## src/include/pdp8_macros.svh

```systemverilog
`ifndef PDP8_MACROS_SVH
`define PDP8_MACROS_SVH

// machine word width
`define WORD_W 12

// 1: 13-bit memory address, only the low field bit is used
// 0: full 15-bit extended address with all three field bits
`define ADDR_W13 0

// RAM words, follows the address width choice
`define MEM_DEPTH (1 << ((`ADDR_W13 != 0) ? 13 : 15))

`endif

```

## src/source/pdp8_pkg.sv

```systemverilog
package pdp8_pkg;

    // four phases in each of fetch, defer, execute and halt
    typedef enum logic [3:0] {
        F0, F1, F2, F3,
        D0, D1, D2, D3,
        E0, E1, E2, E3,
        H0, H1, H2, H3
    } major_state_t;

    typedef enum logic [2:0] {
        AND, TAD, ISZ, DCA, JMS, JMP, IOT, OPR
    } opcode_t;

    // memory reference view
    typedef struct packed {
        opcode_t    opcode;
        logic       indirect;
        logic       page;  // 0 page zero, 1 current page
        logic [6:0] offset;
    } mem_ref_t;

    // operate view, group 2 micro-op layout
    typedef struct packed {
        opcode_t    opcode;
        logic       group;
        logic       cla;
        logic [4:0] micro;  // sma sza snl rev osr
        logic       hlt;
        logic       spare;
    } operate_t;

    typedef union packed {
        mem_ref_t mr;
        operate_t op;
    } instr_word_t;

endpackage

```

## src/source/pc_ac_unit.sv

```systemverilog
`timescale 1ns/10ps
`include "pdp8_macros.svh"

module pc_ac_unit (
    input  logic                   clk,
    input  logic                   reset,
    input  pdp8_pkg::major_state_t state,
    input  pdp8_pkg::instr_word_t  instruction,
    input  logic [`WORD_W-1:0]     ma,
    input  logic [`WORD_W-1:0]     mdout,
    input  logic                   isz_skip,
    input  logic [`WORD_W-1:0]     sr,
    input  logic                   addr_load,
    output logic [`WORD_W-1:0]     pc,
    output logic [`WORD_W-1:0]     ac
);

    logic jmp_op;
    logic cla_op;

    assign jmp_op = (instruction.mr.opcode == pdp8_pkg::JMP);
    assign cla_op = (instruction.op.opcode == pdp8_pkg::OPR) &&
                    !instruction.op.group && instruction.op.cla;  // group 1 cla only

    always_ff @(posedge clk)
    begin
        if (reset)
        begin
            pc <= '0;
            ac <= '0;
        end
        else
        begin
            case (state)
                pdp8_pkg::F2:
                    pc <= pc + 1'b1;
                pdp8_pkg::F3:
                begin
                    if (jmp_op && !instruction.mr.indirect)
                        pc <= ma;
                    if (cla_op)
                        ac <= '0;
                end
                pdp8_pkg::D3:
                    if (jmp_op)
                        pc <= ma;  // ma holds the deferred target
                pdp8_pkg::E2:
                    case (instruction.mr.opcode)
                        pdp8_pkg::AND: ac <= ac & mdout;
                        pdp8_pkg::TAD: ac <= ac + mdout;  // no link
                        pdp8_pkg::DCA: ac <= '0;
                        default: ;
                    endcase
                pdp8_pkg::E3:
                    if (instruction.mr.opcode == pdp8_pkg::JMS)
                        pc <= ma + 1'b1;
                    else if (isz_skip)
                        pc <= pc + 1'b1;
                pdp8_pkg::H1:
                    if (addr_load)
                        pc <= sr;
                default: ;
            endcase
        end
    end

endmodule

```

## config.mk

```make
export PLATFORM = sky130hd
export DESIGN_NAME = pc_ac_unit
export DESIGN_NICKNAME = d
export VERILOG_FILES = /design/src/source/pdp8_pkg.sv /design/src/source/pc_ac_unit.sv
export VERILOG_INCLUDE_DIRS = /design/src /design/src/include
export SDC_FILE = /design/constraint.sdc
export NUM_CORES = 1
export LEC_CHECK = 0
export BUFFER_PORTS_ARGS = -buffer_cell sky130_fd_sc_hd__buf_2
export CAP_MARGIN = 20
export CORE_MARGIN = 5
export CORE_UTILIZATION = 53
export CTS_BUF_LIST = sky130_fd_sc_hd__clkbuf_4
export CTS_CLUSTER_DIAMETER = 100
export DETAILED_ROUTE_END_ITERATION = 7
export PLACE_DENSITY = 0.83
export SLEW_MARGIN = 10
export SYNTH_ARGS = -nofsm -noshare
export SYNTH_HDL_FRONTEND = slang
export SYNTH_SLANG_ARGS = --single-unit
```

## constraint.sdc

```tcl
create_clock -name clk -period 2.5 [get_ports clk]
set_input_delay 0.25 -clock clk [delete_from_list [all_inputs] [get_ports clk]]
set_output_delay 0.25 -clock clk [all_outputs]
set_load 0.005 [all_outputs]
```

==> results.md <==
- Status: completed
- Asr flop ratio synth: 0%
- Max-cap viol count: 0
- Starting density of the core: 55.7%
- Setup violators final: 0
- Die height: 78.1 um
- CTS Buffer Depth: 2
- Layout Area Growth over Synthesis: 19.0%
- Hold crit path type: in2reg
- Final Non-Filler Cells: 453
- PD cells: 323 mW/mm^2
- Clk_lat worst skew: 0.33 ns
- I/O Buffers: 72
- N_diodes: 0
- Pleak: 1.24 nW
- Cells along the critical path: ha_1 > fa_1 > a211oi_1 > o21ai_0 > a31oi_1 > xnor2_1 > mux2i_1 > o31ai_1
- Crit path buf inv count: 0
- Delay-heaviest family, CP: compound AO/OA/AOI/OAI gates
- Dpl hpwl: 5850 um
- WP depth: 8
- Die W: 78.1 um
- Antenna violations before repair: 0
- FF-to-FF path depth: 8
- TritonCTS clock tree: built
- Arr. time, crit path: 2.55 ns
- Post-Syn Instances: 332
- Row count: 24
- Vias in the first global route: 2,642
- Critical path type: reg2reg
- Max VDD drop: 221 uV
- Overall Global Routing Usage: 23.8%
- Critical Path RT: 2.76 ns
- FF+latch count, synth: 24
- First-pass iteration count of the detailed router: 5
- Setup TNS: 0 ns
- Synth Flop Type: dfxtp_1
- Final-report max-slew violation count: 0
- Vias per cell: 6.55
- Slew @ Worst Pin: 0.554 ns
- Post-synth top area cell: dfxtp_1
- DR WL/cell: 16.8 um
- Critical-path maximum fanout: 4
- Final Skew: 0.00642 ns
- Register-to-register setup slack: 0.21 ns
- Routability cong.: 0.947
- GRT Residual Overflow: 0
- Largest cells by area after synthesis: dfxtp_1, ha_1, o21ai_0, nand2_1, nor2_1
- Period utilisation layout: 91.6%
- Largest net degree at the start of global routing: 21
- Fin. Hold Viols: 0
- Distinct cells, synth: 66
- Fin crit period: 2.29 ns
- Rel. slew slack: 63.1%
- Syn Area/Cell: 7.41 sq um
- Clock sink total: 24
- Fillers: 404
- Highest-delay cell along the critical path: fa_1
- CP Capture Type: register
- Hold bufs inserted after CTS: 0
- First-pass GRT wire length: 12,400 um
- # placed instances: 449
- CP Launch Type: register
- Routed Antenna Nets: 0
- Post-CTS Setup Bufs: 0
- FF-to-FF Start: ac[0]
- Total die area: 0.00610 sq mm
- Core ar.: 0.00441 sq mm
- Worst stage delay on the critical path: 0.44 ns
- Nets: 473
- Drt first-iter violations: 270
- Root buffer cell: clkbuf_4
- Peak Freq: 437 MHz
- Unrepaired setup endpoints after global routing: false
- H-tree levels: 1
- DRC violations left: 0
- Share of layout cells above drive strength 1: 23.4%
- IO Count: 80
- Post-synth EDFFs: 0
- Area of the mapped netlist: 0.00246 sq mm
- CTS Buf Count: 3
- Critical path origin: ac[0]
- Syn Nets: 403
- Synth Warn #: 0
- Sequential share of the synthesized area: 19.5%
- Drt total wl: 7600 um
- PostCTS Resize Cnt: 0
- Critical path destination: ac[10]
- Vias: 2,965
- Clk slew on worst S/H paths: 0.15 ns
- Worst R2R End: ac[10]
- Synth top area share: 19.5%
## sequential cells by signal, indices dropped and copies added, names as in the netlist
| name | count |
|---|---|
| ac | 12 |
| pc | 12 |
## worst min-delay path, delay by kind of cell
family / cells / cell delay, ns
AOI/OAI and AO/OA: 2 / 0.19
buffers and inverters: 1 / 0.08
## worst min-delay path by stage
stage,startpoint,cells past startpoint,endpoint,slack [ns]
3_3_place_gp,ac[10],2,ac[10],0.48
2_1_floorplan,sr[0],2,pc[0],0.44
4_1_cts,sr[0],3,pc[0],0.21
3_5_place_dp,pc[5],2,pc[5],0.50
6_report,sr[0],3,pc[0],0.21
5_1_grt,sr[0],3,pc[0],0.22
## layer usage
layer / part of all wire, % / wire length [um] / global-route usage [%] / up-vias
li1: - / - / - / 1416
met1: 43 / 3300 / 33.8 / 1367
met2: 45 / 3430 / 37.9 / 166
met3: 10 / 760 / 3.20 / 16
met4: 1.3 / 100 / 5.91 / 0
met5: 0 / 0 / 0 / -
## logic make-up after synthesis
group	count (synthesis)	share of synthesized area, %
adders and majority gates	15	7.94
muxes	2	0.814
AOI/OAI and AO/OA	121	34.1
DFF	24	19.5
buffers and inverters	22	4.07
xor gates and xnor gates	18	6.41
and+or+nand+nor	130	27.1
## synth_stat cells, types with 2 or more instances
cell / number
o211ai_1: 3
a221o_1: 3
nor2b_1: 2
and2_1: 3
and4b_1: 2
o21bai_1: 3
o21ai_0: 28
a21o_1: 7
or2_2: 2
nor3b_1: 2
and4_1: 2
nand4_1: 10
dfxtp_1: 24
xnor2_1: 9
nand3_1: 11
nor3_1: 13
a22oi_1: 9
clkbuf_1: 6
o21a_1: 2
a21oi_1: 20
a32oi_1: 2
xor2_1: 9
a21boi_0: 2
a211oi_1: 7
buf_4: 2
mux2i_1: 2
inv_1: 5
ha_1: 14
nand2_1: 34
a32o_1: 2
nor2_1: 31
o31ai_1: 7
a221oi_1: 2
buf_2: 8
o22ai_1: 5
a222oi_1: 2
and3_1: 4
a31oi_1: 5
## metrics by stage
step,hold WS [ns],setup WS (ns),utilization [%],power (mW),cell area [sq um]
global placement,0.480,0.240,65.1,0.644,2880
finish,0.213,0.211,66.3,0.947,2930
CTS,0.210,0.223,66.3,0.941,2930
detailed placement,0.496,0.187,65.1,0.652,2880
global route,0.215,0.0330,66.3,0.992,2930
floorplan,0.445,0.414,-,0.553,2460
## final cells by class
| cell class | count | area, sq um | share of cell area, % |
|---|---|---|---|
| multi-input cells | 286 | 1880 | 64.2 |
| flip-flops and latches | 24 | 480 | 16.4 |
| repair buffers | 81 | 428 | 14.6 |
| well taps | 52 | 65.1 | 2.22 |
| clock inverters | 1 | 30.0 | 1.03 |
| clock buffers | 3 | 22.5 | 0.769 |
| inverters | 6 | 22.5 | 0.769 |
## power by group
part,switching [mW],internal (mW)
sequential,0.0132,0.391
clock,0.134,0.162
combinational,0.145,0.102
## cells in the final DEF, fill, tap and decap left out, drive strengths merged, types with 3 or more instances in the layout
cell	count
a211oi	7
a21o	7
a21oi	21
a221o	3
a221oi	3
a22oi	9
a31oi	5
and2	3
and3	4
buf	81
clkbuf	3
dfxtp	24
ha	14
inv	5
nand2	35
nand3	11
nand4	10
nor2	32
nor3	13
nor3b	3
o211ai	3
o21ai	28
o21bai	3
o22ai	6
o31ai	7
or2	3
xnor2	9
xor2	9
(Power assumes the default switching activity.)
