===== src/source/pdp8_pkg.sv =====
package pdp8_pkg;

    // four phases in each of fetch, defer, execute and halt
    typedef enum logic [3:0] {
        F0, F1, F2, F3,
        D0, D1, D2, D3,
        E0, E1, E2, E3,
        H0, H1, H2, H3
    } major_state_t;

    typedef enum logic [2:0] {
        AND, TAD, ISZ, DCA, JMS, JMP, IOT, OPR
    } opcode_t;

    // memory reference view
    typedef struct packed {
        opcode_t    opcode;
        logic       indirect;
        logic       page;  // 0 page zero, 1 current page
        logic [6:0] offset;
    } mem_ref_t;

    // operate view, group 2 micro-op layout
    typedef struct packed {
        opcode_t    opcode;
        logic       group;
        logic       cla;
        logic [4:0] micro;  // sma sza snl rev osr
        logic       hlt;
        logic       spare;
    } operate_t;

    typedef union packed {
        mem_ref_t mr;
        operate_t op;
    } instr_word_t;

endpackage


===== src/source/major_state_seq.sv =====
`timescale 1ns/10ps

module major_state_seq (
    input  logic                   clk,
    input  logic                   reset,
    input  logic                   run,
    input  logic                   halt_req,
    input  pdp8_pkg::instr_word_t  instruction,
    output pdp8_pkg::major_state_t state,
    output logic                   running
);

    pdp8_pkg::major_state_t next_state;
    logic                   halt_pend;
    logic                   go_halt;
    logic                   is_hlt;
    logic                   mem_ref;
    logic                   needs_exec;

    assign mem_ref    = (instruction.mr.opcode <= pdp8_pkg::JMP);
    assign needs_exec = (instruction.mr.opcode <= pdp8_pkg::JMS);  // and tad isz dca jms
    assign is_hlt     = (instruction.op.opcode == pdp8_pkg::OPR) &&
                        instruction.op.group && instruction.op.hlt;
    assign go_halt    = halt_pend || halt_req;
    assign running    = !(state inside {pdp8_pkg::H0, pdp8_pkg::H1, pdp8_pkg::H2, pdp8_pkg::H3});

    always_comb
    begin
        case (state)
            pdp8_pkg::F3:
                if (mem_ref && instruction.mr.indirect)
                    next_state = pdp8_pkg::D0;
                else if (needs_exec)
                    next_state = pdp8_pkg::E0;
                else if (go_halt || is_hlt)
                    next_state = pdp8_pkg::H0;
                else
                    next_state = pdp8_pkg::F0;
            pdp8_pkg::D3:
                if (needs_exec)
                    next_state = pdp8_pkg::E0;
                else
                    next_state = go_halt ? pdp8_pkg::H0 : pdp8_pkg::F0;
            pdp8_pkg::E3:
                next_state = go_halt ? pdp8_pkg::H0 : pdp8_pkg::F0;
            pdp8_pkg::H3:
                next_state = run ? pdp8_pkg::F0 : pdp8_pkg::H0;
            default:
                next_state = pdp8_pkg::major_state_t'(state + 4'd1);  // next phase
        endcase
    end

    always_ff @(posedge clk)
    begin
        if (reset)
        begin
            state     <= pdp8_pkg::H0;
            halt_pend <= 1'b0;
        end
        else
        begin
            state <= next_state;
            if ((state == pdp8_pkg::H3) && run)
                halt_pend <= 1'b0;
            else if (halt_req)
                halt_pend <= 1'b1;  // held until the cycle ends
        end
    end

endmodule


===== config.mk =====
export PLATFORM = sky130hd
export DESIGN_NAME = major_state_seq
export DESIGN_NICKNAME = d
export VERILOG_FILES = /design/src/source/pdp8_pkg.sv /design/src/source/major_state_seq.sv
export SDC_FILE = /design/constraint.sdc
export NUM_CORES = 1
export LEC_CHECK = 0
export CAP_MARGIN = 20
export CORE_AREA = 2 2 39 41
export DETAILED_ROUTE_END_ITERATION = 12
export DIE_AREA = 0 0 41 43
export DONT_BUFFER_PORTS = 1
export PLACE_DENSITY = 0.42
export RECOVER_POWER = 25
export SKIP_CTS_REPAIR_TIMING = 1
export SLEW_MARGIN = 20
export SYNTH_ARGS = -nofsm -noshare
export SYNTH_HDL_FRONTEND = slang
export SYNTH_SLANG_ARGS = --single-unit
export TNS_END_PERCENT = 100

===== constraint.sdc =====
create_clock -name clk -period 1.29 [get_ports clk]
set_clock_uncertainty 0.2 [all_clocks]
set_input_delay 0.129 -clock clk [delete_from_list [all_inputs] [get_ports clk]]
set_output_delay 0.129 -clock clk [all_outputs]
set_load 0.005 [all_outputs]

==> results.txt, run 1 <==
power per cell area: 1067 nW/um2
syn_area_per_cell: 9.047 um2
total gr overflow: 0
final setup fails: 3
Top Ports: 21
CTS Buf Count: 3
Area after DPL: 439.2 um2
final instance area: 571.8 um2
Max Slew Vio Count: 0
share of layout cells above drive strength 1: 42.86%
met1 WL: 366 um
Area growth syn-to-layout: 62.06%
final antenna-violating net count: 0
total track usage: 11.03%
H-tree levels: 1
Post-Place Worst Slack: -0.09298 ns
reg2reg setup slack: -0.12 ns
final core utilization: 41.32%
buffers added on ports: 0
initial antenna violation count: 0
worst hold endpoint: state[2]
FP Rows: 14
Final Wtd Congestion: 0.7179
met3 wire length: 89 um
vias: 364
Setup crit start kind: flop
status: finished, violations left
Routed WL per cell: 12.78 um
CP Max Fanout: 5
Yosys cell types: 22
relative slew slack: 83.16%
R2R depth: 5
clock period minus worst slack: 1.498 ns
global-route wire length before repair: 1297 um
CP required: 0.96 ns
DIE WIDTH: 41 um
Peak VDD IR: 0.4260 mV
Setup TNS: -0.4328 ns
Worst R2R Start: state[0]
final worst slack: -0.2081 ns
synthesized instance count: 39
max cap viols: 0
static leakage: 0.2220 nW
Total Wirelength: 920 um
worst hold start: instruction[11]
Final Hold Vio Count: 1
vias in the first global route: 341
DRT iter0 DRCs: 6
Antenna diodes: 0
Seq/Total Area, Yosys: 28.37%
CP endpoint kind: output pin
Seq cells post-synth: 5
vias per inst: 5.056
worst hold-check path type: input port to flop
drt first pass iters: 2
CP arrival: 1.17 ns
CTS Buffer Depth: 2
die footprint: 1763 um2
CTS tree: built
core area: 1384 um2
CP Class: flop to output pin
largest net degree at the start of global routing: 7
clock latency on the worst-skew pair: 0.25 ns
total clock sinks: 5
register area: 108.9 um2
drt drc: 0
uppermost layer routed: met4
CTS root buffer: clkbuf_4
failing checks: hold timing, setup timing
Worst-Margin Slew: 0.2518 ns
starting density of the core: 25.50%
Worst-path clk slew: 0.04 ns
DP HPWL: 647.1 um
multi-input logic area: 299.0 um2
Layout Nets: 78
worst hold path stage count: 4
Ys Warns: 0
RSZ-0062 raised after global routing: true
Die Y: 43 um
Fillers: 143
met2 wire len: 445 um
worst r2r dst: state[3]
post-synthesis cell area: 352.8 um2
Syn Nets: 60
Max Clk Rate: 667.5 MHz
WHS: -0.02097 ns
crit share post-route: 116.1%
state kept, by name, indices dropped and copies added, names as in the netlist:
register,flops
halt_pend,1
state,4
cells in the final DEF (no fill, tap or decap), drive strengths merged:
master	synthesis	final
nor2b	1	1
nor3	1	1
a311oi	1	1
inv	2	2
nor2	3	3
buf	0	9
ha	5	5
a21oi	2	2
xnor2	2	2
nand2b	3	3
a41o	1	1
nand4b	1	1
a41oi	1	1
nand3	1	1
dlygate4sd3	0	4
and4bb	1	1
o32a	1	1
o211ai	1	1
o41ai	1	1
or3	1	1
nand2	3	3
o2111ai	1	1
dfxtp	5	5
clkbuf	0	4
and2	1	1
synth_stat cells:
| library cell | number | share of area [%] |
|---|---|---|
| a21oi_1 | 2 | 2.8 |
| a311oi_1 | 1 | 2.5 |
| a41o_1 | 1 | 2.8 |
| a41oi_1 | 1 | 2.5 |
| and2_1 | 1 | 1.8 |
| and4bb_2 | 1 | 3.5 |
| dfxtp_1 | 5 | 28 |
| ha_1 | 5 | 18 |
| inv_1 | 2 | 2.1 |
| nand2_1 | 3 | 3.2 |
| nand2b_1 | 3 | 5.3 |
| nand3_1 | 1 | 1.4 |
| nand4b_1 | 1 | 2.5 |
| nor2_1 | 3 | 3.2 |
| nor2b_1 | 1 | 1.8 |
| nor3_1 | 1 | 1.4 |
| o2111ai_1 | 1 | 2.5 |
| o211ai_1 | 1 | 2.1 |
| o32a_2 | 1 | 3.2 |
| o41ai_1 | 1 | 2.5 |
| or3_1 | 1 | 1.8 |
| xnor2_1 | 2 | 5.0 |
cells by family after synthesis:
| group | Yosys count | synth area share [%] |
|---|---|---|
| fa+ha+maj | 5 | 17.73 |
| simple gates | 16 | 25.89 |
| compound gates | 9 | 20.92 |
| flops | 5 | 28.37 |
| xor+xnor | 2 | 4.965 |
| buf+inv | 2 | 2.128 |
power by group:
group	internal, mW	total [mW]	switching [mW]
Sequential	0.179	0.210	0.0304
Combinational	0.123	0.211	0.0881
Clock	0.117	0.190	0.0722
critical path, stage by stage, from the launching register on:
cell and delay, ns:
dfxtp_4 0.38, inv_4 0.04, ha_4 0.15, o41ai_4 0.35
metrics by stage:
step                power [mW]  std cells
floorplan               0.3116         39
global placement        0.3641         62
detailed placement      0.3661         62
CTS                     0.5609         66
global route            0.6524         72
finish                  0.6103         72
cell type report:
cell class / count / share of cell area (%)
Timing Repair Buffer: 13 / 18.82
Multi-Input combinational cell: 32 / 52.30
Sequential cell: 5 / 19.04
Tap cell: 16 / 3.501
Inverter: 2 / 1.751
Clock buffer: 4 / 4.595
how the worst max path moves through the flow:
stage	to	from
global placement	state[2]	halt_pend
CTS	running	state[0]
finish	running	state[0]
global route	running	state[1]
floorplan	state[3]	state[2]
detailed placement	state[3]	halt_pend
per-layer routing:
layer	vias up	GRT usage [%]
li1	182	-
met1	165	12.18
met2	15	16.56
met3	2	3.665
met4	0	8.000
met5	-	0
Power figures use the tool's default switching activity.
==> inputs of run 2 (changes only) <==
Settings changed: BUFFER_PORTS_ARGS from default to -buffer_cell sky130_fd_sc_hd__buf_2, DONT_BUFFER_PORTS 1 to default, PLACE_DENSITY 0.42 to 0.56.
==> results.txt, run 2 (synthesis results as in run 1) <==
worst hold start: reset
share of layout cells above drive strength 1: 52.31%
final setup fails: 3
Total Wirelength: 839 um
Critical Path Stages: 4
largest net degree at the start of global routing: 7
CTS tree: built
Worst R2R Start: state[0]
DIE WIDTH: 41 um
drt first pass iters: 2
CP Class: flop to output pin
Final Wtd Congestion: 0.6782
CP required: 0.96 ns
non-filler cells, final: 81
commonest cells after routing, fill and taps aside: buf_2, buf_4
vias: 379
Peak VDD IR: 0.7336 mV
total power draw: 605.4 uW
family with the most delay on the worst path: flip-flops
relative slew slack: 86.04%
core area: 1384 um2
Fillers: 146
vias in the first global route: 320
Setup crit start kind: flop
clock period minus worst slack: 1.593 ns
Die Y: 43 um
Worst-Margin Slew: 0.2071 ns
RSZ-0062 raised after global routing: true
buffers added on ports: 13
Area after DPL: 496.7 um2
Buffers & Inverters on Critical Path: 2
CP endpoint kind: output pin
Final Hold Vio Count: 0
worst hold path stage count: 4
max cap viols: 0
total track usage: 10.94%
Top Ports: 21
CTS root buffer: clkbuf_4
Routed WL per cell: 10.36 um
Max Slew Vio Count: 0
die footprint: 1763 um2
Area growth syn-to-layout: 62.06%
final worst slack: -0.3031 ns
Layout Nets: 87
initial antenna violation count: 0
status: finished, violations left
total gr overflow: 0
drt drc: 0
static leakage: 0.2493 nW
Critical-path top delay cell: dfxtp_4
commonest non-fill, non-tap cell in the layout: buf_2
power per cell area: 1059 nW/um2
FP Rows: 14
crit-path cells: inv_2, ha_4, o41ai_2, buf_2
CP Max Fanout: 5
total clock sinks: 5
H-tree levels: 1
global-route wire length before repair: 1200 um
clock latency on the worst-skew pair: 0.25 ns
vias per inst: 4.679
Post-Place Worst Slack: -0.1416 ns
Top reg by flops: state
DP HPWL: 634.3 um
CP arrival: 1.26 ns
final core utilization: 41.32%
worst hold-check path type: input port to flop
Crit path largest cell delay: 0.37 ns
# placed instances: 74
final antenna-violating net count: 0
failing checks: setup timing
Largest regs: state x4, halt_pend x1
DRT iter0 DRCs: 6
CTS Buffer Depth: 2
final instance area: 571.8 um2
Max Clk Rate: 627.7 MHz
starting density of the core: 25.50%
Worst-path clk slew: 0.05 ns
R2R depth: 5
worst setup path start: state[0]
max reg flops: 4
crit share post-route: 123.5%
Antenna diodes: 0
CTS Buf Count: 3
-- run 2: changes by cell type in the layout (fill, tap and decap cells not counted), moves of 2 or more --
cell           change
dlygate4sd3_1      -2
inv_2              +2
buf_2             +13
buf_4              -3
-- run 2: final timing paths --
path | end | slack, ns
worst min-delay path | state[2] | 0.07
worst max-delay path | running | -0.30
worst max register to register | state[3] | -0.15
worst min register to register | state[0] | 0.36
-- run 2: per-stage QoR --
| stage | TNS (ns) | hold WS, ns |
|---|---|---|
| final | -0.5829 | 0.06854 |
| after global routing | -0.7431 | 0.09467 |
| after CTS | -0.5867 | -0.1179 |
| after detailed placement | -0.2964 | 0.1488 |
| after global placement | -0.3051 | 0.1448 |
| after floorplan | -0.09609 | -0.007331 |
-- run 2: worst min-delay path, stage by stage --
cell and delay [ns]:
buf_2 0.08, clkbuf_1 0.13, nor2_1 0.06, nor2_1 0.08
-- run 2: metal layers --
| metal | global-route usage [%] | up-vias | routed length, um |
|---|---|---|---|
| met1 | 9.325 | 168 | 355 |
| met3 | 7.853 | 2 | 63 |
| met4 | 8.000 | 0 | 11 |
| met2 | 16.56 | 11 | 409 |
| li1 | - | 198 | - |
| met5 | 0 | - | 0 |
-- run 2: where the power goes --
group | total, mW | internal [mW] | switching (mW) | leakage, nW
combinational | 0.217 | 0.126 | 0.0904 | 0.192
clock | 0.186 | 0.117 | 0.0684 | 0.0150
sequential | 0.203 | 0.179 | 0.0240 | 0.0423
-- run 2: final cells by class --
class,instances,area [um2],area share (%)
multi-input combinational,32,275.3,48.14
sequential,5,108.9,19.04
timing repair buffer,22,133.9,23.41
tap,16,20.02,3.501
clock buffer,4,26.28,4.595
inverter,2,7.507,1.313
==> inputs of run 3 (changes only) <==
Settings changed: REMOVE_ABC_BUFFERS from default to 1.
==> results.txt, run 3 (synthesis results as in run 1) <==
status: finished, violations left
failing checks: setup timing
crit share post-route: 124.3%
final worst slack: -0.3136 ns
reg2reg setup slack: -0.10 ns
static leakage: 0.2611 nW
clock latency on the worst-skew pair: 0.25 ns
final setup fails: 3
vias: 390
global-route wire length before repair: 1269 um
worst hold start: instruction[10]
total gr overflow: 0
Total Wirelength: 874 um
FP Rows: 14
starting density of the core: 25.50%
power per cell area: 1024 nW/um2
max cap viols: 0
largest net degree at the start of global routing: 7
H-tree levels: 1
Worst R2R Start: halt_pend
worst hold-check path type: input port to flop
DRT iter0 DRCs: 7
CTS tree: built
final antenna-violating net count: 0
drt drc: 0
Final Hold Vio Count: 0
total clock sinks: 5
commonest non-fill, non-tap cell in the layout: buf_2
worst hold endpoint: state[2]
max reg flops: 4
worst hold path stage count: 4
total power draw: 627.9 uW
relative slew slack: 85.39%
final core utilization: 44.30%
Layout Nets: 89
Largest regs: state x4, halt_pend x1
CP Max Fanout: 5
Peak VDD IR: 0.6038 mV
CP endpoint kind: output pin
drt first pass iters: 3
Worst-path clk slew: 0.05 ns
RSZ-0062 raised after global routing: true
CTS Buffer Depth: 2
Top reg by flops: state
CP required: 0.96 ns
DIE WIDTH: 41 um
clock period minus worst slack: 1.604 ns
Worst-Margin Slew: 0.2168 ns
Final Wtd Congestion: 0.6751
Max Clk Rate: 623.6 MHz
CP arrival: 1.27 ns
CTS root buffer: clkbuf_4
initial antenna violation count: 0
DP HPWL: 638.3 um
R2R depth: 3
Setup crit start kind: flop
die footprint: 1763 um2
Die Y: 43 um
Routed WL per cell: 10.53 um
Post-Place Worst Slack: -0.2276 ns
vias per inst: 4.699
WHS: 0.1208 ns
Top Ports: 21
commonest cells after routing, fill and taps aside: buf_2, buf_4
worst r2r dst: state[3]
Antenna diodes: 0
share of layout cells above drive strength 1: 55.22%
total track usage: 11.03%
Max Slew Vio Count: 0
Area growth syn-to-layout: 73.76%
vias in the first global route: 343
CP Class: flop to output pin
CTS Buf Count: 3
core area: 1384 um2
buffers added on ports: 13
## run 3: worst max-delay path, cell delays in order (launching register included)
cell	delay (ns)
dfxtp_4	0.36
ha_2	0.22
o41ai_2	0.30
buf_2	0.15
## run 3: layout make-up
class	count	area, um2
well taps	16	20.02
flip-flops and latches	5	108.9
multi-input cells	32	286.5
clock buffers	4	26.28
inverters	2	12.51
repair buffers	24	158.9
fillers	139	770.7
## run 3: worst max path at each step
stage                        start       to  cells past startpoint
after global placement    state[0]  running                      4
final                     state[0]  running                      3
after global routing      state[0]  running                      3
after floorplan           state[0]  running                      3
after detailed placement  state[0]  running                      4
after CTS                 state[0]  running                      4
## run 3: per-layer routing
layer,up-vias,GRT usage [%],part of all wire [%]
met2,11,16.56,51
met3,2,6.283,7.0
met5,-,0,0
met1,174,11.54,42
li1,203,-,-
met4,0,6.000,0.69
## run 3: per-stage QoR
stage | std cells | instance area, um2 | TNS, ns
3_3_place_gp | 76 | 498.0 | -0.3949
5_1_grt | 83 | 613.1 | -0.6554
3_5_place_dp | 76 | 498.0 | -0.4218
6_report | 83 | 613.1 | -0.4718
2_1_floorplan | 39 | 352.8 | -0.2831
4_1_cts | 80 | 524.3 | -0.7234
## run 3: report_power, final
group / internal (mW) / switching (mW) / total (mW) / leakage (nW)
clock: 0.117 / 0.0668 / 0.184 / 0.0150
combinational: 0.139 / 0.0960 / 0.235 / 0.204
sequential: 0.179 / 0.0292 / 0.209 / 0.0423
total: 0.436 / 0.192 / 0.628 / 0.261
