## src/include/pdp8_macros.svh

```systemverilog
`ifndef PDP8_MACROS_SVH
`define PDP8_MACROS_SVH

// machine word width
`define WORD_W 12

// 1: 13-bit memory address, only the low field bit is used
// 0: full 15-bit extended address with all three field bits
`define ADDR_W13 0

// RAM words, follows the address width choice
`define MEM_DEPTH (1 << ((`ADDR_W13 != 0) ? 13 : 15))

`endif

```

## src/source/pdp8_pkg.sv

```systemverilog
package pdp8_pkg;

    // four phases in each of fetch, defer, execute and halt
    typedef enum logic [3:0] {
        F0, F1, F2, F3,
        D0, D1, D2, D3,
        E0, E1, E2, E3,
        H0, H1, H2, H3
    } major_state_t;

    typedef enum logic [2:0] {
        AND, TAD, ISZ, DCA, JMS, JMP, IOT, OPR
    } opcode_t;

    // memory reference view
    typedef struct packed {
        opcode_t    opcode;
        logic       indirect;
        logic       page;  // 0 page zero, 1 current page
        logic [6:0] offset;
    } mem_ref_t;

    // operate view, group 2 micro-op layout
    typedef struct packed {
        opcode_t    opcode;
        logic       group;
        logic       cla;
        logic [4:0] micro;  // sma sza snl rev osr
        logic       hlt;
        logic       spare;
    } operate_t;

    typedef union packed {
        mem_ref_t mr;
        operate_t op;
    } instr_word_t;

endpackage

```

## src/source/mem_bus_if.sv

```systemverilog
`timescale 1ns/10ps
`include "pdp8_macros.svh"

interface mem_bus_if;
    logic [`WORD_W-1:0] addr;
    logic [2:0]         field;
    logic [`WORD_W-1:0] wdata;
    logic               we;
    logic [`WORD_W-1:0] rdata;

    modport master (output addr, output field, output wdata, output we, input rdata);
    modport memory (input addr, input field, input wdata, input we, output rdata);
endinterface

```

## src/source/memory_address.sv

```systemverilog
`timescale 1ns/10ps
`include "pdp8_macros.svh"

module memory_address (
    input  logic                  clk,
    input  logic                  reset,
    input  pdp8_pkg::major_state_t state,
    input  logic [`WORD_W-1:0]    pc,
    input  logic [`WORD_W-1:0]    ac,
    input  logic [`WORD_W-1:0]    sr,
    input  logic                  addr_load,
    input  logic                  deposit,
    input  logic                  examine,
    input  logic                  int_in_prog,
    input  logic [2:0]            if_field,
    input  logic [2:0]            df_field,
    output pdp8_pkg::instr_word_t instruction,
    output logic [`WORD_W-1:0]    ma,
    output logic                  isz_skip,
    mem_bus_if.master             mem
);

    logic [`WORD_W-1:0] read_word;
    logic               mem_ref;
    logic               data_ref;
    logic               data_field;
    logic               auto_index;

    assign read_word  = mem.rdata;
    assign mem_ref    = (instruction.mr.opcode != pdp8_pkg::IOT) &&
                        (instruction.mr.opcode != pdp8_pkg::OPR);
    assign data_ref   = (instruction.mr.opcode == pdp8_pkg::AND) ||
                        (instruction.mr.opcode == pdp8_pkg::TAD) ||
                        (instruction.mr.opcode == pdp8_pkg::ISZ) ||
                        (instruction.mr.opcode == pdp8_pkg::DCA);
    assign data_field = data_ref && instruction.mr.indirect;
    assign auto_index = (ma[`WORD_W-1:3] == 9'o001);  // 0010 to 0017

    // address, field and write control
    always_comb
    begin
        mem.addr  = ma;
        mem.field = if_field;
        mem.we    = 1'b0;
        mem.wdata = ac;
        case (state)
            pdp8_pkg::F0, pdp8_pkg::F1, pdp8_pkg::F2, pdp8_pkg::F3:
                mem.addr = pc;
            pdp8_pkg::D1:
            begin
                mem.we    = auto_index;
                mem.wdata = read_word + 1'b1;  // pre-increment pointer
            end
            pdp8_pkg::E0, pdp8_pkg::E2, pdp8_pkg::E3:
                if (data_field)
                begin
                    mem.field = df_field;
                end
            pdp8_pkg::E1:
            begin
                if (data_field)
                begin
                    mem.field = df_field;
                end
                case (instruction.mr.opcode)
                    pdp8_pkg::ISZ:
                    begin
                        mem.we    = 1'b1;
                        mem.wdata = read_word + 1'b1;
                    end
                    pdp8_pkg::JMS:
                    begin
                        mem.we    = 1'b1;
                        mem.wdata = pc;  // return address
                    end
                    pdp8_pkg::DCA:
                    begin
                        mem.we    = 1'b1;
                        mem.wdata = ac;
                    end
                    default: ;
                endcase
            end
            pdp8_pkg::H1:
            begin
                mem.we    = deposit && !addr_load;
                mem.wdata = sr;
            end
            default: ;
        endcase
    end

    always_ff @(posedge clk)
    begin
        if (reset)
        begin
            ma          <= '0;
            isz_skip    <= 1'b0;
            instruction <= pdp8_pkg::instr_word_t'(12'o7000);
        end
        else
        begin
            case (state)
                pdp8_pkg::F1:
                    instruction <= pdp8_pkg::instr_word_t'(read_word);
                pdp8_pkg::F2:
                    // pc still points at this instruction, so its page is the current page
                    if (mem_ref)
                    begin
                        if (instruction.mr.page)
                        begin
                            ma <= {pc[`WORD_W-1:7], instruction.mr.offset};
                        end
                        else
                        begin
                            ma <= {5'b00000, instruction.mr.offset};
                        end
                    end
                pdp8_pkg::D2:
                    if (auto_index)
                    begin
                        ma <= read_word + 1'b1;  // memory held the old pointer
                    end
                    else
                    begin
                        ma <= read_word;
                    end
                pdp8_pkg::E0:
                    if (int_in_prog)
                    begin
                        instruction <= pdp8_pkg::instr_word_t'(12'o4000);  // jms 0
                        ma          <= '0;
                    end
                pdp8_pkg::E1:
                    if ((instruction.mr.opcode == pdp8_pkg::ISZ) && (read_word == 12'o7777))
                    begin
                        isz_skip <= 1'b1;
                    end
                pdp8_pkg::E3:
                    isz_skip <= 1'b0;
                pdp8_pkg::H1:
                    if (addr_load)
                    begin
                        ma <= sr;
                    end
                pdp8_pkg::H2:
                    if (deposit || examine)
                    begin
                        ma <= ma + 1'b1;
                    end
                default: ;
            endcase
        end
    end

endmodule

```

## src/flat_wrapper.sv

```systemverilog
// flat-port wrapper written by rule: the top's interface ports become plain ports
module memory_address_flat 
  (clk, reset, state, pc, ac, sr, addr_load, deposit, examine, int_in_prog, if_field, df_field, instruction, ma, isz_skip, mem_addr, mem_field, mem_wdata, mem_we, mem_rdata);
  mem_bus_if mem_i ();
  input  logic clk;
  input  logic reset;
  input  pdp8_pkg::major_state_t state;
  input  logic [`WORD_W-1:0] pc;
  input  logic [`WORD_W-1:0] ac;
  input  logic [`WORD_W-1:0] sr;
  input  logic addr_load;
  input  logic deposit;
  input  logic examine;
  input  logic int_in_prog;
  input  logic [2:0] if_field;
  input  logic [2:0] df_field;
  output pdp8_pkg::instr_word_t instruction;
  output logic [`WORD_W-1:0] ma;
  output logic isz_skip;
  output wire logic [$bits(mem_i.addr)-1:0] mem_addr;
  output wire logic [$bits(mem_i.field)-1:0] mem_field;
  output wire logic [$bits(mem_i.wdata)-1:0] mem_wdata;
  output wire logic [$bits(mem_i.we)-1:0] mem_we;
  input wire logic [$bits(mem_i.rdata)-1:0] mem_rdata;
  assign mem_addr = mem_i.addr;
  assign mem_field = mem_i.field;
  assign mem_wdata = mem_i.wdata;
  assign mem_we = mem_i.we;
  assign mem_i.rdata = mem_rdata;
  memory_address u_core (.clk(clk), .reset(reset), .state(state), .pc(pc), .ac(ac), .sr(sr), .addr_load(addr_load), .deposit(deposit), .examine(examine), .int_in_prog(int_in_prog), .if_field(if_field), .df_field(df_field), .instruction(instruction), .ma(ma), .isz_skip(isz_skip), .mem(mem_i));
endmodule
```

## config.mk

```make
export PLATFORM = sky130hd
export DESIGN_NAME = memory_address_flat
export DESIGN_NICKNAME = d
export VERILOG_FILES = /design/src/source/pdp8_pkg.sv /design/src/source/mem_bus_if.sv /design/src/source/memory_address.sv /design/src/flat_wrapper.sv
export VERILOG_INCLUDE_DIRS = /design/src /design/src/include
export SDC_FILE = /design/constraint.sdc
export NUM_CORES = 1
export LEC_CHECK = 0
export BUFFER_PORTS_ARGS = -buffer_cell sky130_fd_sc_hd__buf_2
export CORE_ASPECT_RATIO = 1.25
export CORE_MARGIN = 4
export CORE_UTILIZATION = 42
export DETAILED_ROUTE_END_ITERATION = 8
export PLACE_DENSITY = 0.73
export SLEW_MARGIN = 0
export SYNTH_ARGS = -nofsm -noshare
export SYNTH_HDL_FRONTEND = slang
export SYNTH_SLANG_ARGS = --single-unit
```

## constraint.sdc

```tcl
create_clock -name clk -period 3.85 [get_ports clk]
set_input_delay 0.5775 -clock clk [delete_from_list [all_inputs] [get_ports clk]]
set_output_delay 0.5775 -clock clk [all_outputs]
set_load 0.02 [all_outputs]
```

==> results of run 1 <==
## cell type report
cell class / instances / area [um2] / area share, %
multi-input cells: 275 / 1960 / 60.4
inverters: 7 / 26.3 / 0.812
well taps: 82 / 103 / 3.17
clock inverters: 1 / 7.51 / 0.232
clock buffers: 3 / 41.3 / 1.28
repair buffers: 119 / 603 / 18.6
flip-flops and latches: 25 / 500 / 15.5
## kinds of logic after synthesis
kind of cell,count (synthesis),share of synthesized area (%)
AO/OA/AOI/OAI,91,28.0
flip-flops,25,19.1
multiplexers,14,5.98
buffers and inverters,29,6.12
adder cells (fa/ha/maj),2,0.956
XOR/XNOR,32,11.4
AND/OR/NAND/NOR,136,28.4
## power by group through the flow
stage,logic [mW],registers (mW),clock network [mW]
3_3_place_gp,0.291,0.296,0
3_5_place_dp,0.293,0.297,0
4_1_cts,0.294,0.291,0.173
6_report,0.297,0.291,0.177
2_1_floorplan,0.179,0.303,0
5_1_grt,0.319,0.293,0.184
## layer usage
layer / part of all wire [%] / wire [um] / up-vias / global-route usage (%)
met5: 0 / 0 / - / 0
met4: 3.0 / 292 / 0 / 10.3
met3: 9.6 / 925 / 24 / 3.75
met2: 49 / 4760 / 176 / 43.3
met1: 38 / 3650 / 1447 / 29.5
li1: - / - / 1431 / -
## state kept, by name (all words and copies together), names as in the netlist
signal              cells
u_core.ma              12
u_core.isz_skip         1
u_core.instruction     12
## worst paths after layout
kind	to	cells after the start	startpoint
hold reg to reg	u_core.instruction[8]	2	u_core.instruction[8]
setup reg to reg	u_core.ma[7]	6	u_core.instruction[11]
hold / removal	u_core.instruction[8]	2	u_core.instruction[8]
setup / recovery	mem_wdata[8]	8	state[2]
## cells in the final DEF (no fill, tap or decap), drive strengths merged, types with 2 or more instances in the layout
cell type	instances
a211o	2
dfxtp	25
o21a	2
buf	119
nand2	47
a221oi	2
nand4	5
a32oi	3
and3	4
mux2	13
a311oi	2
nor2b	3
nor4	3
a221o	2
nor3b	3
a222oi	7
inv	7
nand4b	3
o2111ai	9
xor2	9
clkbuf	3
o211ai	5
a21boi	2
nor2	32
nand3	12
nand2b	6
a22oi	12
nor3	11
o21ai	20
a32o	3
a211oi	3
xnor2	23
a21oi	9
ha	2
## synthesized netlist by cell type (all sizes together) (2+ instances only)
library cell	count
a32o	3
a21boi	2
and3	4
xor2	9
nand2b	6
a311oi	2
a32oi	3
o211ai	5
nand4b	3
nand3	12
dfxtp	25
a211oi	3
a221oi	2
mux2	13
ha	2
clkbuf	8
o2111ai	9
o21ai	20
a222oi	7
nor2	32
a221o	2
nor3	11
nor3b	3
o21a	2
inv	7
a21oi	9
xnor2	23
nor4	3
a22oi	12
nand2	47
buf	14
nor2b	3
a211o	2
nand4	5
## worst register-to-register path, cell delays in order (launching register included)
cell and delay, ns:
dfxtp_1 0.40, nand4b_1 0.16, a21boi_2 0.09, a211oi_4 0.68
o2111ai_1 0.21, a21oi_1 0.27, a211oi_1 0.09
## per-stage QoR
step                setup WS (ns)  instances  util (%)  cell area (um2)
CTS                         0.810        512      54.5             3240
finish                      0.783        512      54.5             3240
global placement            0.913        508      53.7             3190
detailed placement          0.829        508      53.7             3190
global route                0.599        512      54.5             3240
floorplan                    1.25        329         -             2620
==> flow_summary.html, run 1 <==
<table>
<tr><th>Metric</th><th>Value</th></tr>
<tr><th colspan="2">Run status</th></tr>
<tr><td>Result of the run</td><td>finished clean</td></tr>
<tr><th colspan="2">Placed design</th></tr>
<tr><td>Post-DP HPWL</td><td>7.29 mm</td></tr>
<tr><td>Port-buffer cells</td><td>116</td></tr>
<tr><td>Routability congestion estimate from global placement</td><td>0.933</td></tr>
<tr><th colspan="2">Detailed routing</th></tr>
<tr><td>Total number of vias</td><td>3078</td></tr>
<tr><td>Overall routed net length</td><td>9.62 mm</td></tr>
<tr><td>DRC errors left</td><td>0</td></tr>
<tr><td>1st-pass router iterations</td><td>5</td></tr>
<tr><td>Routed len/inst</td><td>18.8 um</td></tr>
<tr><td>Initial DRC Count</td><td>332</td></tr>
<tr><td>Routed via count divided by cell count</td><td>6.01</td></tr>
<tr><td>Detail Route Antenna Nets</td><td>0</td></tr>
<tr><th colspan="2">Critical path</th></tr>
<tr><td>Worst-path cell chain</td><td>buf_2 &gt; nor2_1 &gt; buf_4 &gt; nor2_2 &gt; nand2b_1 &gt; a222oi_1 &gt; o21ai_1 &gt; buf_2</td></tr>
<tr><td>Slack of the worst reg-to-reg path</td><td>1.80 ns</td></tr>
<tr><td>Crit-path most repeated cell</td><td>buf_2</td></tr>
<tr><td>Top fanout value on the critical path</td><td>16</td></tr>
<tr><td>Setup CP Type</td><td>input port to output pin</td></tr>
<tr><td>Slowest stage cell on the critical path</td><td>a222oi_1</td></tr>
<tr><td>Number of buffers and inverters on the critical path</td><td>3</td></tr>
<tr><td>Cell family with the largest share of critical-path delay</td><td>simple AND/OR/NAND/NOR gates</td></tr>
<tr><td>Startpoint types</td><td>input port</td></tr>
<tr><td>Worst endpoint required time</td><td>3.27 ns</td></tr>
<tr><td>Crit. End Element</td><td>output pin</td></tr>
<tr><td>Data arrival time of the critical path</td><td>2.49 ns</td></tr>
<tr><td>Slowest Stage Delay on Critical Path</td><td>0.43 ns</td></tr>
<tr><th colspan="2">GRT</th></tr>
<tr><td>Via count of the first global-routing pass</td><td>2923</td></tr>
<tr><td>First-pass GRT wire length</td><td>14.7 mm</td></tr>
<tr><td>Maximum number of pins on one net before global-route repair</td><td>23</td></tr>
<tr><td>Initial antenna violation count</td><td>0</td></tr>
<tr><td>Overflow after GRT</td><td>0</td></tr>
<tr><td>Total global routing track utilization</td><td>24.5%</td></tr>
<tr><th colspan="2">Timing</th></tr>
<tr><td>Unrepaired setup endpoints after global routing</td><td>false</td></tr>
<tr><td>Slew @ Worst Pin</td><td>0.789 ns</td></tr>
<tr><td>Relative max-transition margin</td><td>47.3%</td></tr>
<tr><td>Hold_ws</td><td>0.553 ns</td></tr>
<tr><td>Tcrit/Tclk final</td><td>79.7%</td></tr>
<tr><td>Min cycle time layout</td><td>3.07 ns</td></tr>
<tr><td>Fmax</td><td>326 MHz</td></tr>
<tr><td>Sum Neg Setup Slack</td><td>0 ns</td></tr>
<tr><td>Final setup violation count</td><td>0</td></tr>
<tr><td>Hold Violations, Final</td><td>0</td></tr>
<tr><td>Final setup skew</td><td>0.00539 ns</td></tr>
<tr><td>Final Slew Violations</td><td>0</td></tr>
<tr><th colspan="2">Flow run</th></tr>
<tr><td>Max capacitance violation total</td><td>0</td></tr>
<tr><th colspan="2">Pwr</th></tr>
<tr><td>Largest vdd supply drop</td><td>0.130 mV</td></tr>
<tr><td>Portion of total power attributed to the clock network</td><td>23.1%</td></tr>
<tr><td>Share of total power in combinational logic</td><td>38.8%</td></tr>
<tr><td>Sequential fraction of design power</td><td>38.1%</td></tr>
<tr><td>Fraction of power spent switching nets</td><td>40.2%</td></tr>
<tr><td>Overall Power</td><td>0.766 mW</td></tr>
<tr><td>NetSw</td><td>0.307 mW</td></tr>
<tr><td>Total internal power</td><td>0.458 mW</td></tr>
<tr><td>Leakage component of the power</td><td>1.33 nW</td></tr>
<tr><td>Areal power density over the cells</td><td>237 nW/um2</td></tr>
<tr><th colspan="2">Final layout</th></tr>
<tr><td>Fraction of layout cells with a size suffix above 1</td><td>36.7%</td></tr>
<tr><td>Antenna Cells</td><td>0</td></tr>
<tr><td>Number of nets in the final layout</td><td>497</td></tr>
<tr><td>Layout overhead on the synthesized area</td><td>23.7%</td></tr>
<tr><td>Filler Cell Count</td><td>596</td></tr>
<tr><th colspan="2">Floorplanning</th></tr>
<tr><td>Count of standard-cell rows</td><td>31</td></tr>
<tr><td>Starting Density</td><td>44.1%</td></tr>
<tr><td>Full die area</td><td>7560 um2</td></tr>
<tr><td>Die outline width</td><td>78.6 um</td></tr>
<tr><td>Total core area</td><td>5930 um2</td></tr>
<tr><td>Vert. Die Dim</td><td>96.2 um</td></tr>
<tr><td>Number of top-level design ports</td><td>117</td></tr>
<tr><th colspan="2">CTS</th></tr>
<tr><td>Clk buf depth</td><td>2</td></tr>
<tr><td>Number of buffers added for setup after CTS</td><td>0</td></tr>
<tr><td>Clock transition at the registers of the reported paths</td><td>0.11 ns</td></tr>
<tr><td>Number of clock sinks</td><td>25</td></tr>
<tr><td>Post-cts gate resize count</td><td>0</td></tr>
<tr><td>Latest clock arrival within the worst-skew pair</td><td>0.28 ns</td></tr>
<tr><td>Root buffer cell</td><td>clkbuf_8</td></tr>
<tr><td>CTS HTree Levels</td><td>1</td></tr>
<tr><td>TritonCTS Buffers</td><td>3</td></tr>
<tr><td>Hold bufs inserted after CTS</td><td>0</td></tr>
<tr><td>CTS tree</td><td>built</td></tr>
<tr><th colspan="2">Synth</th></tr>
<tr><td>Number of synthesized flops with an enable pin</td><td>0</td></tr>
<tr><td>Post-synthesis async set-or-reset flop share</td><td>0%</td></tr>
<tr><td>Cell type with the largest total area after synthesis</td><td>dfxtp_1</td></tr>
<tr><td>Synth area leaders</td><td>dfxtp_1 19%, xnor2_1 7.4%, nand2_1 6.5%</td></tr>
<tr><td>Synth Cell Area</td><td>2620 um2</td></tr>
<tr><td>Commonest register cell after synthesis</td><td>dfxtp_1</td></tr>
<tr><td>Sequential element share of the synthesized area</td><td>19.1%</td></tr>
<tr><td>Number of instances in the synthesized netlist</td><td>329</td></tr>
<tr><td>Post-synth net total</td><td>395</td></tr>
<tr><td>Post-synth cell types</td><td>70</td></tr>
<tr><td>Average size of a mapped cell</td><td>7.95 um2</td></tr>
<tr><td>Yosys warning total</td><td>0</td></tr>
<tr><td>Flip-flop and latch count after synthesis</td><td>25</td></tr>
<tr><td>Share of the synthesized area in the top cell type</td><td>19.1%</td></tr>
<tr><th colspan="2">Min path</th></tr>
<tr><td>Worst min-delay path class</td><td>register to register</td></tr>
</table>
Power figures use the tool's default switching activity.
==> run 2: changes to the inputs <==
- PLACE_DENSITY: 0.73 -> 0.75
- clock period: 3.85 -> 2.7 ns (I/O delays scaled with it)
==> run 2 against run 1 <==
Against the previous run:
- final cell count rose by 1.4%
- wire length fell by 0.77%
- critical path depth decreased by 2
- hold slack worse by 0.12 ns
- sequential share of layout area shrank 0.25 points
- sequential power increased by 43%
- utilization increased by 0.91 points
- critical path type is now register to output pin
- first-iteration DRC count shrank 22%
- combinational power is 47% higher
- setup slack worse by 0.60 ns
- clock power rose by 34%
- flip-flop and latch count did not move
==> flow_summary.html, run 2 (synthesized netlist as in run 1, its figures left out) <==
<table>
<tr><th>Metric</th><th>Value</th></tr>
<tr><th colspan="2">Timing</th></tr>
<tr><td>Min cycle time layout</td><td>2.51 ns</td></tr>
<tr><td>Tcrit/Tclk final</td><td>93.1%</td></tr>
<tr><td>Hold Violations, Final</td><td>0 (unchanged)</td></tr>
<tr><td>Final setup skew</td><td>0.00466 ns (was 0.00539 ns)</td></tr>
<tr><td>Unrepaired setup endpoints after global routing</td><td>false (unchanged)</td></tr>
<tr><td>Slew @ Worst Pin</td><td>0.775 ns (was 0.789 ns)</td></tr>
<tr><td>Fmax</td><td>398 MHz</td></tr>
<tr><td>Sum Neg Setup Slack</td><td>0 ns (unchanged)</td></tr>
<tr><td>Final setup violation count</td><td>0 (unchanged)</td></tr>
<tr><td>Relative max-transition margin</td><td>47.9% (was 47.3%)</td></tr>
<tr><td>Final Slew Violations</td><td>0 (unchanged)</td></tr>
<tr><td>Final worst-path setup slack</td><td>0.187 ns (was 0.783 ns)</td></tr>
<tr><th colspan="2">Flow run</th></tr>
<tr><td>Max capacitance violation total</td><td>0 (unchanged)</td></tr>
<tr><th colspan="2">Placed design</th></tr>
<tr><td>Port-buffer cells</td><td>116 (unchanged)</td></tr>
<tr><td>Post-Place Setup Slack</td><td>0.219 ns (was 0.829 ns)</td></tr>
<tr><td>Post-DP HPWL</td><td>7.50 mm (was 7.29 mm)</td></tr>
<tr><td>Routability congestion estimate from global placement</td><td>0.914 (was 0.933)</td></tr>
<tr><td># placed instances</td><td>515 (was 508)</td></tr>
<tr><th colspan="2">CTS</th></tr>
<tr><td>Root buffer cell</td><td>clkbuf_8 (unchanged)</td></tr>
<tr><td>CTS HTree Levels</td><td>1 (unchanged)</td></tr>
<tr><td>Number of buffers added for setup after CTS</td><td>0 (unchanged)</td></tr>
<tr><td>Latest clock arrival within the worst-skew pair</td><td>0.28 ns (about the same)</td></tr>
<tr><td>Clock transition at the registers of the reported paths</td><td>0.09 ns (was 0.11 ns)</td></tr>
<tr><td>TritonCTS Buffers</td><td>3 (unchanged)</td></tr>
<tr><td>CTS tree</td><td>built (unchanged)</td></tr>
<tr><td>Clk buf depth</td><td>2 (unchanged)</td></tr>
<tr><td>Hold bufs inserted after CTS</td><td>0 (unchanged)</td></tr>
<tr><td>Post-cts gate resize count</td><td>0 (unchanged)</td></tr>
<tr><td>Number of clock sinks</td><td>25 (unchanged)</td></tr>
<tr><th colspan="2">Floorplanning</th></tr>
<tr><td>Full die area</td><td>7560 um2 (unchanged)</td></tr>
<tr><td>Count of standard-cell rows</td><td>31 (unchanged)</td></tr>
<tr><td>Total core area</td><td>5930 um2 (unchanged)</td></tr>
<tr><td>Die outline width</td><td>78.6 um (unchanged)</td></tr>
<tr><td>Number of top-level design ports</td><td>117 (unchanged)</td></tr>
<tr><td>Starting Density</td><td>44.1% (unchanged)</td></tr>
<tr><td>Vert. Die Dim</td><td>96.2 um (unchanged)</td></tr>
<tr><th colspan="2">Pwr</th></tr>
<tr><td>Sequential fraction of design power</td><td>38.1% (about the same)</td></tr>
<tr><td>Total internal power</td><td>0.666 mW (was 0.458 mW)</td></tr>
<tr><td>Leakage component of the power</td><td>1.37 nW (was 1.33 nW)</td></tr>
<tr><td>Largest vdd supply drop</td><td>0.227 mV (was 0.130 mV)</td></tr>
<tr><td>Areal power density over the cells</td><td>331 nW/um2 (was 237 nW/um2)</td></tr>
<tr><td>Share of total power in combinational logic</td><td>40.1% (was 38.8%)</td></tr>
<tr><td>Portion of total power attributed to the clock network</td><td>21.8% (was 23.1%)</td></tr>
<tr><td>Fraction of power spent switching nets</td><td>38.9% (was 40.2%)</td></tr>
<tr><td>NetSw</td><td>0.424 mW (was 0.307 mW)</td></tr>
<tr><th colspan="2">GRT</th></tr>
<tr><td>Initial antenna violation count</td><td>0 (unchanged)</td></tr>
<tr><td>Overflow after GRT</td><td>0 (unchanged)</td></tr>
<tr><td>Maximum number of pins on one net before global-route repair</td><td>23 (unchanged)</td></tr>
<tr><td>Total global routing track utilization</td><td>25.3% (was 24.5%)</td></tr>
<tr><td>Via count of the first global-routing pass</td><td>3012 (was 2923)</td></tr>
<tr><td>First-pass GRT wire length</td><td>14.9 mm (was 14.7 mm)</td></tr>
<tr><th colspan="2">Detailed routing</th></tr>
<tr><td>DRC errors left</td><td>0 (unchanged)</td></tr>
<tr><td>Overall routed net length</td><td>9.55 mm (was 9.62 mm)</td></tr>
<tr><td>Initial DRC Count</td><td>258 (was 332)</td></tr>
<tr><td>Routed via count divided by cell count</td><td>6.04 (was 6.01)</td></tr>
<tr><td>Detail Route Antenna Nets</td><td>0 (unchanged)</td></tr>
<tr><td>1st-pass router iterations</td><td>7 (was 5)</td></tr>
<tr><td>Routed len/inst</td><td>18.4 um (was 18.8 um)</td></tr>
<tr><td>Total number of vias</td><td>3133 (was 3078)</td></tr>
<tr><th colspan="2">Run status</th></tr>
<tr><td>Result of the run</td><td>finished clean (unchanged)</td></tr>
<tr><th colspan="2">Final layout</th></tr>
<tr><td>Final std cells w/o fill</td><td>519 (was 512)</td></tr>
<tr><td>Most common cell after layout, fill and taps aside</td><td>buf_2 (unchanged)</td></tr>
<tr><td>Most frequent cells in the layout</td><td>116 x buf_2, 45 x nand2_1, 29 x nor2_1 (unchanged)</td></tr>
<tr><td>Leading registers by flop count</td><td>u_core.instruction: 12 flops, u_core.ma: 12 flops, u_core.isz_skip: 1 flops (unchanged)</td></tr>
<tr><td>Layout overhead on the synthesized area</td><td>25.8% (was 23.7%)</td></tr>
<tr><td>Antenna Cells</td><td>0 (unchanged)</td></tr>
<tr><td>Number of nets in the final layout</td><td>504 (was 497)</td></tr>
<tr><td>Fraction of layout cells with a size suffix above 1</td><td>38.2% (was 36.7%)</td></tr>
<tr><th colspan="2">Min path</th></tr>
<tr><td>Worst min-delay path class</td><td>input port to register (was register to register)</td></tr>
<tr><th colspan="2">Critical path</th></tr>
<tr><td>Top fanout value on the critical path</td><td>8 (was 16)</td></tr>
<tr><td>Data arrival time of the critical path</td><td>2.11 ns (was 2.49 ns)</td></tr>
<tr><td>Setup CP Type</td><td>register to output pin (was input port to output pin)</td></tr>
<tr><td>Worst endpoint required time</td><td>2.30 ns (was 3.27 ns)</td></tr>
<tr><td>Crit. End Element</td><td>output pin (unchanged)</td></tr>
<tr><td>Startpoint types</td><td>register (was input port)</td></tr>
</table>
[run 2: cell count changes in the layout (fill, tap and decap cells not counted), sizes merged]
cell	change
buf	+7
clkbuf	+1
clkinvlp	-1
[run 2: worst max-delay path: stages, from the launching register on]
cell and delay, ns:
dfxtp_1 0.49, xnor2_1 0.11, o21a_1 0.23, nand2b_2 0.31, a222oi_1 0.37, o21ai_1 0.13
buf_2 0.18
[run 2: final timing paths]
check	startpoint	to	slack, ns	depth (start not counted)
worst min register to register	u_core.instruction[3]	u_core.instruction[3]	0.55	2
worst min-delay path	mem_rdata[1]	u_core.instruction[1]	0.43	3
worst max-delay path	u_core.instruction[11]	mem_wdata[11]	0.19	6
worst max register to register	u_core.ma[3]	u_core.ma[9]	0.75	6
[run 2: through the flow]
step	instance area (um2)	util (%)	total power, mW	hold slack, ns
global placement	3240	54.6	0.850	0.519
CTS	3290	55.4	1.09	0.431
global route	3290	55.5	1.14	0.455
floorplan	2620	-	0.688	0.529
detailed placement	3240	54.6	0.855	0.530
finish	3290	55.5	1.09	0.435
[run 2: final cells by class]
class                           instances  area [um2]
Fill cell                             576        2640
Multi-Input combinational cell        275        1960
Timing Repair Buffer                  126         656
Sequential cell                        25         500
Tap cell                               82         103
Clock buffer                            4        45.0
Inverter                                7        26.3
[run 2: metal layers]
metal	wire [um]	GRT usage, %
met2	4810	43.6
met4	357	12.8
met5	0	0
met3	800	3.93
met1	3580	30.4
[run 2: power by group through the flow]
stage               clock network [mW]  registers [mW]  logic (mW)
global placement                     0           0.423       0.427
finish                           0.238           0.415       0.436
CTS                              0.240           0.415       0.433
floorplan                            0           0.433       0.256
detailed placement                   0           0.423       0.432
global route                     0.254           0.419       0.469
